`src/pwm_synth_timing_pkg.sv`:
```
package pwm_synth_timing_pkg;

	// Sequencer and divider
	// ====================
	localparam int STATE_BITS   = 5;  // 32 steps per sample
	localparam int DIVIDER_BITS = 17; // 14 pitch octaves plus headroom
	localparam int OCT_BITS     = 4;
	localparam int LFSR_BITS    = 15;

	// Oscillator phase
	localparam int WAVE_BITS = 2;

	// Filter datapath
	// ====================
	localparam int LEAST_SHR    = 3;  // State bits dropped on feedback
	localparam int FSTATE_BITS  = 20;
	localparam int SHIFTER_BITS = 17;
	localparam int DITHER_BITS  = 15; // Leaves 2 bits of headroom in the shifter

	// Filter steps within one sample
	localparam int STEP_VOL0     = 0; // Also the oscillator update step
	localparam int STEP_VOL1     = 1;
	localparam int STEP_DAMP     = 2;
	localparam int STEP_CUTOFF_Y = 3;
	localparam int STEP_CUTOFF_V = 4;
	localparam int STEP_OUTPUT   = 31; // PWM load happens here

endpackage

```
`src/pwm_synth_cfg_pkg.sv`:
```
package pwm_synth_cfg_pkg;

	// Register map
	// ====================
	localparam int CFG_WORDS     = 4;
	localparam int CFG_ADDR_BITS = 2;

	localparam int CFG_OSC    = 0; // Octave and period
	localparam int CFG_FILTER = 1; // Shift in the low nibble
	localparam int CFG_MISC   = 2; // Waveform and y/v select

	localparam int OSC_PERIOD_BITS = 10; // Counter width, period field is one less

	// Waveform codes, bits 1:0 of the misc word
	localparam logic [1:0] WF_PULSE  = 2'd0;
	localparam logic [1:0] WF_SQUARE = 2'd1;
	localparam logic [1:0] WF_NOISE  = 2'd2;
	localparam logic [1:0] WF_SAW    = 2'd3;

	// Oscillator word layout
	typedef struct packed {
		logic                                   unused_top;
		logic [1:0]                             spare;
		logic [pwm_synth_timing_pkg::OCT_BITS-1:0] octave; // 15 keeps the oscillator still
		logic [OSC_PERIOD_BITS-2:0]             period;    // Leading one is implied
	} osc_fields_t;

	// One configuration word, seen as bytes for writes or as fields for the oscillator
	typedef union packed {
		logic [1:0][7:0] bytes; // Index 0 is the low byte
		osc_fields_t     fields;
	} cfg_word_u;

endpackage

```
`src/cfg_regs.sv`:
```
`timescale 1ns/1ns

module cfg_regs (
	input  logic                                      clk,
	input  logic                                      reset,
	input  logic [7:0]                                cfg_data,
	input  logic [pwm_synth_cfg_pkg::CFG_ADDR_BITS-1:0] cfg_addr,
	input  logic                                      cfg_byte_sel,
	input  logic                                      cfg_strobe,
	output pwm_synth_cfg_pkg::cfg_word_u              osc_word,
	output pwm_synth_cfg_pkg::cfg_word_u              filter_word,
	output pwm_synth_cfg_pkg::cfg_word_u              misc_word
);

	logic [1:0] strobe_sync; // Bit 1 is the synchronized strobe
	logic       strobe_prev;
	logic       strobe_rise;
	logic       write_en;    // One cycle after the detected edge

	pwm_synth_cfg_pkg::cfg_word_u cfg_mem [pwm_synth_cfg_pkg::CFG_WORDS];

	// Strobe synchronizer
	// ====================
	always_ff @(posedge clk) begin
		if (reset) begin
			strobe_sync <= '0;
			strobe_prev <= 1'b0;
			write_en    <= 1'b0;
		end else begin
			strobe_sync <= {strobe_sync[0], cfg_strobe};
			strobe_prev <= strobe_sync[1];
			write_en    <= strobe_rise;
		end
	end

	// A strobe held high only writes once
	assign strobe_rise = strobe_sync[1] & ~strobe_prev;

	// Word storage
	// ====================
	always_ff @(posedge clk) begin
		if (reset) begin
			for (int i = 0; i < pwm_synth_cfg_pkg::CFG_WORDS; i++) begin
				cfg_mem[i] <= '1; // Octave 15 keeps the oscillator off
			end
		end else if (write_en) begin
			// Address and data are still held stable by the host here
			cfg_mem[cfg_addr].bytes[cfg_byte_sel] <= cfg_data;
		end
	end

	// Word 3 has no reader yet
	assign osc_word    = cfg_mem[pwm_synth_cfg_pkg::CFG_OSC];
	assign filter_word = cfg_mem[pwm_synth_cfg_pkg::CFG_FILTER];
	assign misc_word   = cfg_mem[pwm_synth_cfg_pkg::CFG_MISC];

endmodule

```
`src/oscillator.sv`:
```
`timescale 1ns/1ns

module oscillator (
	input  logic                                         clk,
	input  logic                                         reset,
	input  logic [pwm_synth_timing_pkg::STATE_BITS-1:0]   step,
	input  logic [pwm_synth_timing_pkg::DIVIDER_BITS:0]   oct_enables,
	input  logic [pwm_synth_timing_pkg::LFSR_BITS-1:0]    lfsr,
	input  pwm_synth_cfg_pkg::cfg_word_u                 osc_word,
	input  pwm_synth_cfg_pkg::cfg_word_u                 misc_word,
	output logic [pwm_synth_timing_pkg::WAVE_BITS:0]      wave
);

	localparam int OCTS = 1 << pwm_synth_timing_pkg::OCT_BITS;
	localparam int WB   = pwm_synth_timing_pkg::WAVE_BITS;

	logic [OCTS-1:0]                                 oct_sel; // Top octave never fires
	logic                                            osc_en;
	logic                                            trigger;
	logic [pwm_synth_cfg_pkg::OSC_PERIOD_BITS-1:0]   period;
	logic [pwm_synth_cfg_pkg::OSC_PERIOD_BITS-1:0]   delta;
	logic [pwm_synth_cfg_pkg::OSC_PERIOD_BITS-1:0]   counter;
	logic [WB-1:0]                                   phase;
	logic [WB-1:0]                                   next_phase;
	logic [1:0]                                      wf;

	assign wf = misc_word.bytes[0][1:0];

	// Period counter
	// ====================
	assign oct_sel = {1'b0, oct_enables[OCTS-2:0]};
	assign osc_en  = (step == pwm_synth_timing_pkg::STEP_VOL0) && oct_sel[osc_word.fields.octave];

	// Fires when taking 4 more would wrap
	assign trigger = osc_en && (counter[pwm_synth_cfg_pkg::OSC_PERIOD_BITS-1:WB] == '0);
	assign period  = {1'b1, osc_word.fields.period};
	assign delta   = (trigger ? period : '0) - (1 << WB);

	// Noise takes a fresh phase from the LFSR instead of counting
	assign next_phase = (wf == pwm_synth_cfg_pkg::WF_NOISE) ?
		{~lfsr[WB-1], lfsr[WB-2:0]} : phase + 1'b1;

	always_ff @(posedge clk) begin
		if (reset) begin
			counter <= '0;
			phase   <= '0;
		end else if (osc_en) begin
			counter <= counter + delta;
			if (trigger) begin
				phase <= next_phase;
			end
		end
	end

	// Wave shaping, every code ends up centered around zero
	always_comb begin
		case (wf)
			pwm_synth_cfg_pkg::WF_SQUARE: wave = {~phase[WB-1], 2'b10};
			pwm_synth_cfg_pkg::WF_PULSE:  wave = {~(|phase), 2'b01}; // Narrow quarter pulse
			pwm_synth_cfg_pkg::WF_SAW,
			pwm_synth_cfg_pkg::WF_NOISE:  wave = {~phase[WB-1], phase[WB-2:0], 1'b1};
			default:                      wave = {~phase[WB-1], phase[WB-2:0], 1'b1};
		endcase
	end

endmodule

```
`src/pwm_out.sv`:
```
`timescale 1ns/1ns

module pwm_out (
	input  logic                                        clk,
	input  logic                                        reset,
	input  logic                                        last_step,
	input  logic [pwm_synth_timing_pkg::FSTATE_BITS-1:0] filter_out,
	output logic                                        pwm_out
);

	localparam int FB = pwm_synth_timing_pkg::FSTATE_BITS;
	localparam int CB = pwm_synth_timing_pkg::STATE_BITS;

	logic [CB-1:0] pwm_counter;

	// High for as many cycles as were loaded
	assign pwm_out = (pwm_counter != '0);

	// PWM counter
	// ====================
	always_ff @(posedge clk) begin
		if (reset) begin
			pwm_counter <= '0;
		end else if (last_step) begin
			// Filter output already carries the dither here
			pwm_counter <= {~filter_out[FB-1], filter_out[FB-2 -: CB-1]};
		end else if (pwm_out) begin
			pwm_counter <= pwm_counter - 1'b1;
		end
	end

endmodule

```
`src/pwm_synth.sv`:
```
`timescale 1ns/1ns

module pwm_synth (
	input  logic       clk,
	input  logic       reset,
	input  logic [7:0] cfg_data,
	input  logic [1:0] cfg_addr,
	input  logic       cfg_byte_sel,
	input  logic       cfg_strobe, // Asynchronous
	output logic       pwm_out,
	output logic [7:0] sample_out
);

	pwm_synth_cfg_pkg::cfg_word_u osc_word;
	pwm_synth_cfg_pkg::cfg_word_u filter_word;
	pwm_synth_cfg_pkg::cfg_word_u misc_word;

	logic [pwm_synth_timing_pkg::STATE_BITS-1:0]   step;
	logic                                         last_step;
	logic [pwm_synth_timing_pkg::DIVIDER_BITS:0]   oct_enables;
	logic [pwm_synth_timing_pkg::DIVIDER_BITS-1:0] oct_counter;
	logic [pwm_synth_timing_pkg::LFSR_BITS-1:0]    lfsr;
	logic [pwm_synth_timing_pkg::WAVE_BITS:0]      wave;
	logic [pwm_synth_timing_pkg::FSTATE_BITS-1:0]  filter_out;

	cfg_regs u_cfg_regs (
		.clk          (clk),
		.reset        (reset),
		.cfg_data     (cfg_data),
		.cfg_addr     (cfg_addr),
		.cfg_byte_sel (cfg_byte_sel),
		.cfg_strobe   (cfg_strobe),
		.osc_word     (osc_word),
		.filter_word  (filter_word),
		.misc_word    (misc_word)
	);

	sample_sequencer u_sample_sequencer (
		.clk         (clk),
		.reset       (reset),
		.step        (step),
		.last_step   (last_step),
		.oct_enables (oct_enables),
		.oct_counter (oct_counter),
		.lfsr        (lfsr)
	);

	oscillator u_oscillator (
		.clk         (clk),
		.reset       (reset),
		.step        (step),
		.oct_enables (oct_enables),
		.lfsr        (lfsr),
		.osc_word    (osc_word),
		.misc_word   (misc_word),
		.wave        (wave)
	);

	voice_filter u_voice_filter (
		.clk         (clk),
		.reset       (reset),
		.step        (step),
		.wave        (wave),
		.oct_counter (oct_counter),
		.filter_word (filter_word),
		.misc_word   (misc_word),
		.filter_out  (filter_out),
		.sample_out  (sample_out)
	);

	pwm_out u_pwm_out (
		.clk        (clk),
		.reset      (reset),
		.last_step  (last_step),
		.filter_out (filter_out),
		.pwm_out    (pwm_out)
	);

endmodule

```
`src/sample_sequencer.sv`:
```
`timescale 1ns/1ns

module sample_sequencer (
	input  logic                                         clk,
	input  logic                                         reset,
	output logic [pwm_synth_timing_pkg::STATE_BITS-1:0]   step,
	output logic                                         last_step,
	output logic [pwm_synth_timing_pkg::DIVIDER_BITS:0]   oct_enables,
	output logic [pwm_synth_timing_pkg::DIVIDER_BITS-1:0] oct_counter,
	output logic [pwm_synth_timing_pkg::LFSR_BITS-1:0]    lfsr
);

	logic [pwm_synth_timing_pkg::STATE_BITS:0]     next_step; // Carry marks the sample end
	logic [pwm_synth_timing_pkg::DIVIDER_BITS-1:0] next_oct_counter;

	// Step counter
	// ====================
	assign next_step = step + 1'b1;
	assign last_step = next_step[pwm_synth_timing_pkg::STATE_BITS];

	// Octave divider
	// ====================
	assign next_oct_counter = oct_counter + 1'b1;

	// Bit k+1 pulses when divider bit k rises, so octave k runs at half the rate of k-1
	assign oct_enables[0] = 1'b1;
	assign oct_enables[pwm_synth_timing_pkg::DIVIDER_BITS:1] = next_oct_counter & ~oct_counter;

	always_ff @(posedge clk) begin
		if (reset) begin
			step        <= '0;
			oct_counter <= '0;
		end else begin
			step <= next_step[pwm_synth_timing_pkg::STATE_BITS-1:0];
			if (last_step) begin
				oct_counter <= next_oct_counter; // Once per sample
			end
		end
	end

	// Noise source, taps at bits 0 and 14
	always_ff @(posedge clk) begin
		if (reset) begin
			lfsr <= '1;
		end else if (last_step) begin
			lfsr <= {lfsr[pwm_synth_timing_pkg::LFSR_BITS-2:0],
				lfsr[0] ^ lfsr[pwm_synth_timing_pkg::LFSR_BITS-1]};
		end
	end

endmodule

```
`src/voice_filter.sv`:
```
`timescale 1ns/1ns

module voice_filter (
	input  logic                                         clk,
	input  logic                                         reset,
	input  logic [pwm_synth_timing_pkg::STATE_BITS-1:0]   step,
	input  logic [pwm_synth_timing_pkg::WAVE_BITS:0]      wave,
	input  logic [pwm_synth_timing_pkg::DIVIDER_BITS-1:0] oct_counter,
	input  pwm_synth_cfg_pkg::cfg_word_u                 filter_word,
	input  pwm_synth_cfg_pkg::cfg_word_u                 misc_word,
	output logic [pwm_synth_timing_pkg::FSTATE_BITS-1:0]  filter_out,
	output logic [7:0]                                   sample_out
);

	localparam int FB  = pwm_synth_timing_pkg::FSTATE_BITS;
	localparam int SB  = pwm_synth_timing_pkg::SHIFTER_BITS;
	localparam int DB  = pwm_synth_timing_pkg::DITHER_BITS;
	localparam int LSR = pwm_synth_timing_pkg::LEAST_SHR;
	localparam int OB  = pwm_synth_timing_pkg::OCT_BITS;

	logic signed [FB-1:0] y;
	logic signed [FB-1:0] v;

	logic                 yv_sel;  // 1 sends the voice into v
	logic                 write_y;
	logic                 write_v;
	logic        [SB-1:0] shifter_src;
	logic        [SB-1:0] dither;
	logic        [OB:0]   shift_sum;
	logic        [OB-1:0] shift_amt;
	logic signed [FB-1:0] shifted;

	assign yv_sel = misc_word.bytes[0][7];

	// Dither is the divider low bits reversed, so it changes fastest at the top
	always_comb begin
		dither = {SB{oct_counter[0]}}; // Sign of the reversed value
		for (int i = 0; i < DB; i++) begin
			dither[i] = oct_counter[DB-1-i];
		end
	end

	// Step decode
	// ====================
	always_comb begin
		write_y     = 1'b0;
		write_v     = 1'b0;
		shifter_src = '0;
		case (step)
			pwm_synth_timing_pkg::STEP_VOL0,
			pwm_synth_timing_pkg::STEP_VOL1: begin
				write_y     = ~yv_sel;
				write_v     = yv_sel;
				shifter_src = {wave, {(SB-pwm_synth_timing_pkg::WAVE_BITS-1){1'b0}}};
			end
			pwm_synth_timing_pkg::STEP_DAMP: begin
				write_v     = 1'b1;
				shifter_src = ~v[FB-1:LSR]; // Inverting is close enough to negating
			end
			pwm_synth_timing_pkg::STEP_CUTOFF_Y: begin
				write_y     = 1'b1;
				shifter_src = v[FB-1:LSR];
			end
			pwm_synth_timing_pkg::STEP_CUTOFF_V: begin
				write_v     = 1'b1;
				shifter_src = ~y[FB-1:LSR];
			end
			pwm_synth_timing_pkg::STEP_OUTPUT: begin
				shifter_src = dither; // Result only feeds the PWM load
			end
			default: begin
				shifter_src = '0;
			end
		endcase
	end

	// Shifter
	// ====================
	assign shift_sum = {1'b0, filter_word.bytes[0][OB-1:0]} + 1'b1;

	always_comb begin
		if (step == pwm_synth_timing_pkg::STEP_OUTPUT) begin
			shift_amt = '0;
		end else if (shift_sum[OB]) begin
			shift_amt = '1; // Saturate at 15
		end else begin
			shift_amt = shift_sum[OB-1:0];
		end
	end

	assign shifted    = $signed({{(FB-SB){shifter_src[SB-1]}}, shifter_src}) >>> shift_amt;
	assign filter_out = shifted;

	always_ff @(posedge clk) begin
		if (reset) begin
			y <= '0;
			v <= '0;
		end else begin
			if (write_y) begin
				y <= shifted;
			end
			if (write_v) begin
				v <= shifted;
			end
		end
	end

	// Offset binary out of the top of y
	assign sample_out = {~y[FB-1], y[FB-2 -: 7]};

endmodule
```
`config.mk`:
```
export PLATFORM = sky130hd
export DESIGN_NAME = pwm_synth
export DESIGN_NICKNAME = d
export VERILOG_FILES = /design/src/pwm_synth_timing_pkg.sv /design/src/pwm_synth_cfg_pkg.sv /design/src/cfg_regs.sv /design/src/oscillator.sv /design/src/pwm_out.sv /design/src/pwm_synth.sv /design/src/sample_sequencer.sv /design/src/voice_filter.sv
export SDC_FILE = /design/constraint.sdc
export NUM_CORES = 1
export LEC_CHECK = 0
export ABC_AREA = 1
export BUFFER_PORTS_ARGS = -buffer_cell sky130_fd_sc_hd__buf_2
export CORE_MARGIN = 2
export CORE_UTILIZATION = 41
export CTS_CLUSTER_SIZE = 16
export DETAILED_ROUTE_END_ITERATION = 10
export GPL_ROUTABILITY_DRIVEN = 0
export HOLD_SLACK_MARGIN = 0.05
export REMOVE_ABC_BUFFERS = 1
export SYNTH_ARGS = -nofsm -noshare
export SYNTH_HDL_FRONTEND = slang
export SYNTH_HIERARCHICAL = 1
export SYNTH_SLANG_ARGS = --single-unit
```
`constraint.sdc`:
```
create_clock -name clk -period 5.9 [get_ports clk]
set_input_delay 1.18 -clock clk [delete_from_list [all_inputs] [get_ports clk]]
set_output_delay 1.18 -clock clk [all_outputs]
set_load 0.005 [all_outputs]
```
-- Word level (Yosys, flattened, before mapping)
Memories as Yosys holds them, arrays and structs flattened.
Index checks and enable logic that the tools add are counted.
- $add $sub $neg: 7
- $lt $le $gt $ge: 3
- equal/unequal tests: 8
- shifts and indexed selects: 1
- multiplexer cells: 22
- bitwise gates (word level): 13
- reduce and logical (&&, ||, !) cells: 14
- operators by type and width (cell ; number):
    $pmux 17 s5 ; 1
    $mux 16 ; 3
    $not 17->17 ; 2
    $sshr 17x4->20 ; 1
    $add 17x1->17 const B ; 1
    $reduce_or 16->1 ; 1
    $and 14x14->14 ; 1
    $not 14->14 ; 1
    $add 10x10->10 ; 1
    $eq 5x2->1 const B ; 2
    $mux 10 ; 1
    $mux 5 ; 2
    $sub 10x3->10 const B ; 1
    $pmux 3 s3 ; 1
    $demux 8 s1 ; 1
    $logic_not 8->1 ; 1
    $mux 4 ; 2
    $mux 8 ; 1
    $reduce_or 2->1 ; 4
    $not 1->1 ; 7
    $add 5x1->6 const B ; 1
    $add 4x1->5 const B ; 1
    $eq 5x1->1 const B ; 1
    $eq 5x3->1 const B ; 1
    20 further kinds ; 29
- flip-flop bits (word level): 98
- bits in writable memories: 64
- input bits: 14
- memories kept: 1
- memory list (memory ; words ; bits a word ; read ports ; clocked after Yosys merged registers in ; wr ports ; RTL line ; text):
    u_cfg_regs.cfg_mem ; 4 ; 16 ; 3 ; 0 ; 4 ; cfg_regs.sv:20 ; pwm_synth_cfg_pkg::cfg_word_u cfg_mem [pwm_synth_cfg_pkg::CFG_WORDS];

-- Longest topological paths before layout
- depth after elaboration: 9
- depth in mapped cells: 26

-- Cells and area by module
Netlist, hierarchy kept.
- by module, submodules not included (module ; times used ; cells an instance ; area each (um2) ; seq. area each (um2)):
    voice_filter ; 1 ; 469 ; 2548.7 ; 560.5
    cfg_regs ; 1 ; 156 ; 2050.7 ; 1521.5
    sample_sequencer ; 1 ; 262 ; 1881.8 ; 740.7
    oscillator ; 1 ; 207 ; 1382.6 ; 240.2
    pwm_out ; 1 ; 42 ; 307.8 ; 100.1

-- Worst setup path before layout
OpenSTA, ideal clock, no wires.
- path kind: register to register
- start point: register u_sample_sequencer/oct_counter[0] in the netlist's numbering
- end point: register u_oscillator/counter[9] in the netlist's numbering
- data arrival time: 3267 ps
- required time: 5791 ps
- setup slack: 2524 ps
- cell stages (with the launch flop): 26
- buffers on the path: 0
- clock period less this slack: 3376 ps
- path through: dfxtp_1 > ha_1 > nand3_1 > nor2_1 > nand3_1 > inv_1 > ha_1 > inv_1 > nand2_1 > nand3_1 > nand3_1 > nand3_2 > nand2_4 > nand3_4 > nor2_1 > ha_1 > ha_1 > fa_1 > nand3_1 > nand3_1 > a31oi_1 > inv_1 > nand3_1 > nand3_1 > nand2_1 > inv_1
- cells in the longest elaborated chain, start to end: 9
- ends and longest elaborated chain (element ; RTL line ; text):
    start: declaration ; sample_sequencer.sv:9 ; output logic [pwm_synth_timing_pkg::DIVIDER_BITS-1:0] oct_counter,
    start signal: assignment ; sample_sequencer.sv:36 ; oct_counter <= next_oct_counter;
    $add 17x1->17 (*) ; sample_sequencer.sv:23 ; assign next_oct_counter = oct_counter + 1'b1;
    $and 14x14->14 (*) ; sample_sequencer.sv:27 ; assign oct_enables[pwm_synth_timing_pkg::DIVIDER_BITS:1] = next_oct_counter & ~oct_counter;
    net oct_enables (one bit) ; pwm_synth.sv:20 ; logic [pwm_synth_timing_pkg::DIVIDER_BITS:0] oct_enables;
    $bmux 1 s4 (*) ; oscillator.sv:32 ; assign osc_en = (step == pwm_synth_timing_pkg::STEP_VOL0) && oct_sel[osc_word.fields.octave];
    $mux 1 (not written as such) (*) ; oscillator.sv:32 ;
    $logic_and 1x1->1 (*) ; oscillator.sv:32 ;
    $logic_and 1x1->1 ; oscillator.sv:35 ; assign trigger = osc_en && (counter[pwm_synth_cfg_pkg::OSC_PERIOD_BITS-1:WB] == '0);
    $mux 10 ; oscillator.sv:37 ; assign delta = (trigger ? period : '0) - (1 << WB);
    $sub 10x3->10 ; oscillator.sv:37 ;
    $add 10x10->10 ; oscillator.sv:48 ; counter <= counter + delta;
    end signal: assignment ; oscillator.sv:48 ;
    end: declaration ; oscillator.sv:22 ; logic [pwm_synth_cfg_pkg::OSC_PERIOD_BITS-1:0] counter;
The timed path passes the listed nets; every way through them passes the cells marked *. The select of a mux whose other input is x is not followed.
A chain may end at the register's enable or synchronous reset.

-- Final worst setup path
Ends and elaborated chain as after synthesis.

==> results by group <==
Run
  – Max-cap violations: 0

Clocking
  – Post-cts sizing count: 0
  – Later-pin clock latency in the skew report: 0.35 ns
  – Clock sink total: 82
  – # hold bufs at CTS: 0
  – CTS tree: done
  – Post-CTS setup-driven buffer insertion count: 0
  – Clk buf depth: 2
  – CTS clk-pin slew, worst paths: 0.06 ns
  – Clock Tree Root: clkbuf_16
  – CTS H-tree depth: 3
  – TritonCTS Buffers: 9

Floorplanning
  – Die Span Y: 117.4 um
  – Die width: 117.4 um
  – Row count: 41
  – Starting Density: 0.4193
  – Top-Level Pins: 23
  – Die ar.: 13780 sq um
  – Core ar.: 12570 sq um

STA
  – Final number of setup-violating endpoints: 0
  – Fmax: 270.4 MHz
  – Slew @ Worst Pin: 0.9530 ns
  – Setup TNS: 0 ns
  – RSZ-0062 raised after global routing: false
  – Clock Skews: 0.006369 ns
  – Fin. Hold Viols: 0
  – Slew margin rel.: 0.3593
  – Crit share post-route: 0.6267
  – Fin crit period: 3.698 ns
  – Fin. max-slew vios: 0

Final layout
  – Area grow syn2layout: 6.410%
  – Register area: 1842 sq um
  – Share of cells above drive strength 1: 0.1247
  – Area of the multi-input gates: 2644 sq um
  – Final Util: 0.4462
  – Filler cells: 1303
  – ANT cells: 0
  – Layout Nets: 775

Worst setup path
  – Setup crit end kind: flop
  – R2R cell count: 25
  – R2r startpoint: u_sample_sequencer/oct_counter[0]
  – FF-to-FF setup slack: 2.20 ns
  – Max Fanout on Critical Path: 7
  – CP Capture Point: u_oscillator/counter[9]
  – Worst setup path start: u_sample_sequencer/oct_counter[0]
  – Req. time, crit path: 6.15 ns
  – Reg2reg end: u_oscillator/counter[9]
  – Startpoint class of the critical path: flop
  – Worst EP arrival: 3.95 ns
  – Critical setup path kind: reg2reg

GRT
  – Global-route wire length before repair: 17770 um
  – Largest net degree at the start of global routing: 35
  – Vias in the first global route: 3960
  – Grt total ovfl: 0
  – Initial antenna violation count: 0
  – Tot GR Track Use: 0.1551

Synth
  – Cell area after synthesis: 5270 sq um
  – Syn Area/Cell: 7.200 sq um
  – Number of synthesis warnings: 6
  – Cells after Synth: 732

Run status
  – Status: finished clean

Power
  – Maximum VDD drop: 158.6 uV
  – Leak: 2.615 nW
  – Power density cells: 248.7 nW/um^2

Detailed routing
  – Vias post-DR: 4299
  – Post-route ant nets: 0
  – WL/cell: 11.37 um
  – Number of remaining DRC errors: 0
  – Initial drt markers: 292
  – Final WL: 10260 um
  – Routed vias/inst: 4.766
  – Drt pass-1 iters: 4

Placement
  – HPWL Detailed: 7804 um
  – IO buf count: 22

Min path
  – HP Class: reg2reg
## worst min-delay path by stage
| stage | end | depth (start not counted) | from |
|---|---|---|---|
| 2_1_floorplan | u_cfg_regs/write_en | 1 | u_cfg_regs/strobe_prev |
| 3_3_place_gp | u_cfg_regs/write_en | 1 | u_cfg_regs/strobe_prev |
| 3_5_place_dp | u_cfg_regs/write_en | 1 | u_cfg_regs/strobe_prev |
| 4_1_cts | u_cfg_regs/write_en | 1 | u_cfg_regs/strobe_prev |
| 5_1_grt | u_cfg_regs/strobe_sync[1] | 2 | u_cfg_regs/strobe_sync[0] |
| 6_report | u_cfg_regs/write_en | 1 | u_cfg_regs/strobe_prev |
## layer usage
metal | wire length (um) | GRT usage | part of all wire | vias to the layer above
met5 | 0 | 0 | 0 | -
met4 | 160 | 0.04744 | 0.016 | 0
met3 | 314 | 0.04037 | 0.031 | 16
met2 | 4963 | 0.2679 | 0.48 | 50
met1 | 4819 | 0.1891 | 0.47 | 1949
li1 | - | - | - | 2284
## where the power goes
group          leakage (nW)  internal (mW)  switching [mW]
logic                  1.84         0.0912           0.149
registers             0.643          0.596          0.0207
clock network         0.135          0.292           0.244
## per-stage QoR
stage	setup WS [ns]	hold WS, ns	power [mW]	area [sq um]	cells
2_1_floorplan	2.571	0.3728	0.8112	4996	692
3_3_place_gp	2.309	0.3786	0.8574	5321	886
3_5_place_dp	2.203	0.3848	0.8689	5321	886
4_1_cts	2.183	0.3937	1.414	5608	902
5_1_grt	1.867	0.4144	1.471	5608	902
6_report	2.202	0.3919	1.394	5608	902
## final cells by class
type,count,area share
clock buffers,9,0.04016
clock inverters,7,0.01093
inverters,132,0.09103
multi-input cells,478,0.4714
flip-flops and latches,82,0.3284
well taps,172,0.03838
repair buffers,22,0.01963
## worst max-delay path, stage by stage, from the launching register on
cell and delay, ns:
dfxtp_1 0.44, ha_1 0.22, nand3_1 0.13, nor2_1 0.19, nand3_1 0.10, inv_1 0.06, ha_1 0.12, inv_1 0.03
nand2_1 0.04, nand3_1 0.07, nand3_1 0.08, nand3_2 0.09, nand2_4 0.12, nand3_4 0.12, nor2_1 0.13, ha_1 0.24
ha_1 0.22, fa_1 0.40, nand3_1 0.10, nand3_1 0.13, a31oi_1 0.22, inv_1 0.07, nand3_1 0.08, nand3_1 0.07
nand2_1 0.06, inv_1 0.04
## sequential cells by signal, summed over array words and instances, names as in the netlist, 5 cells and up
register                        flops
u_pwm_out/pwm_counter               5
u_voice_filter/y                    5
u_oscillator/counter               10
u_sample_sequencer/oct_counter     14
u_sample_sequencer/lfsr            15
u_cfg_regs/cfg_mem                 20
u_sample_sequencer/step             5
## cell usage in the layout, fill, tap and decap left out, types with 11 or more instances in the layout
cell and instances:
nor2_1 65, a21oi_1 22, dfxtp_1 62, nand4_1 11
inv_1 116, ha_1 35, edfxtp_1 20, nand2_1 161
nand2_2 11, buf_2 22, o21ai_0 13, nand3_1 96
(Power assumes the default switching activity.)
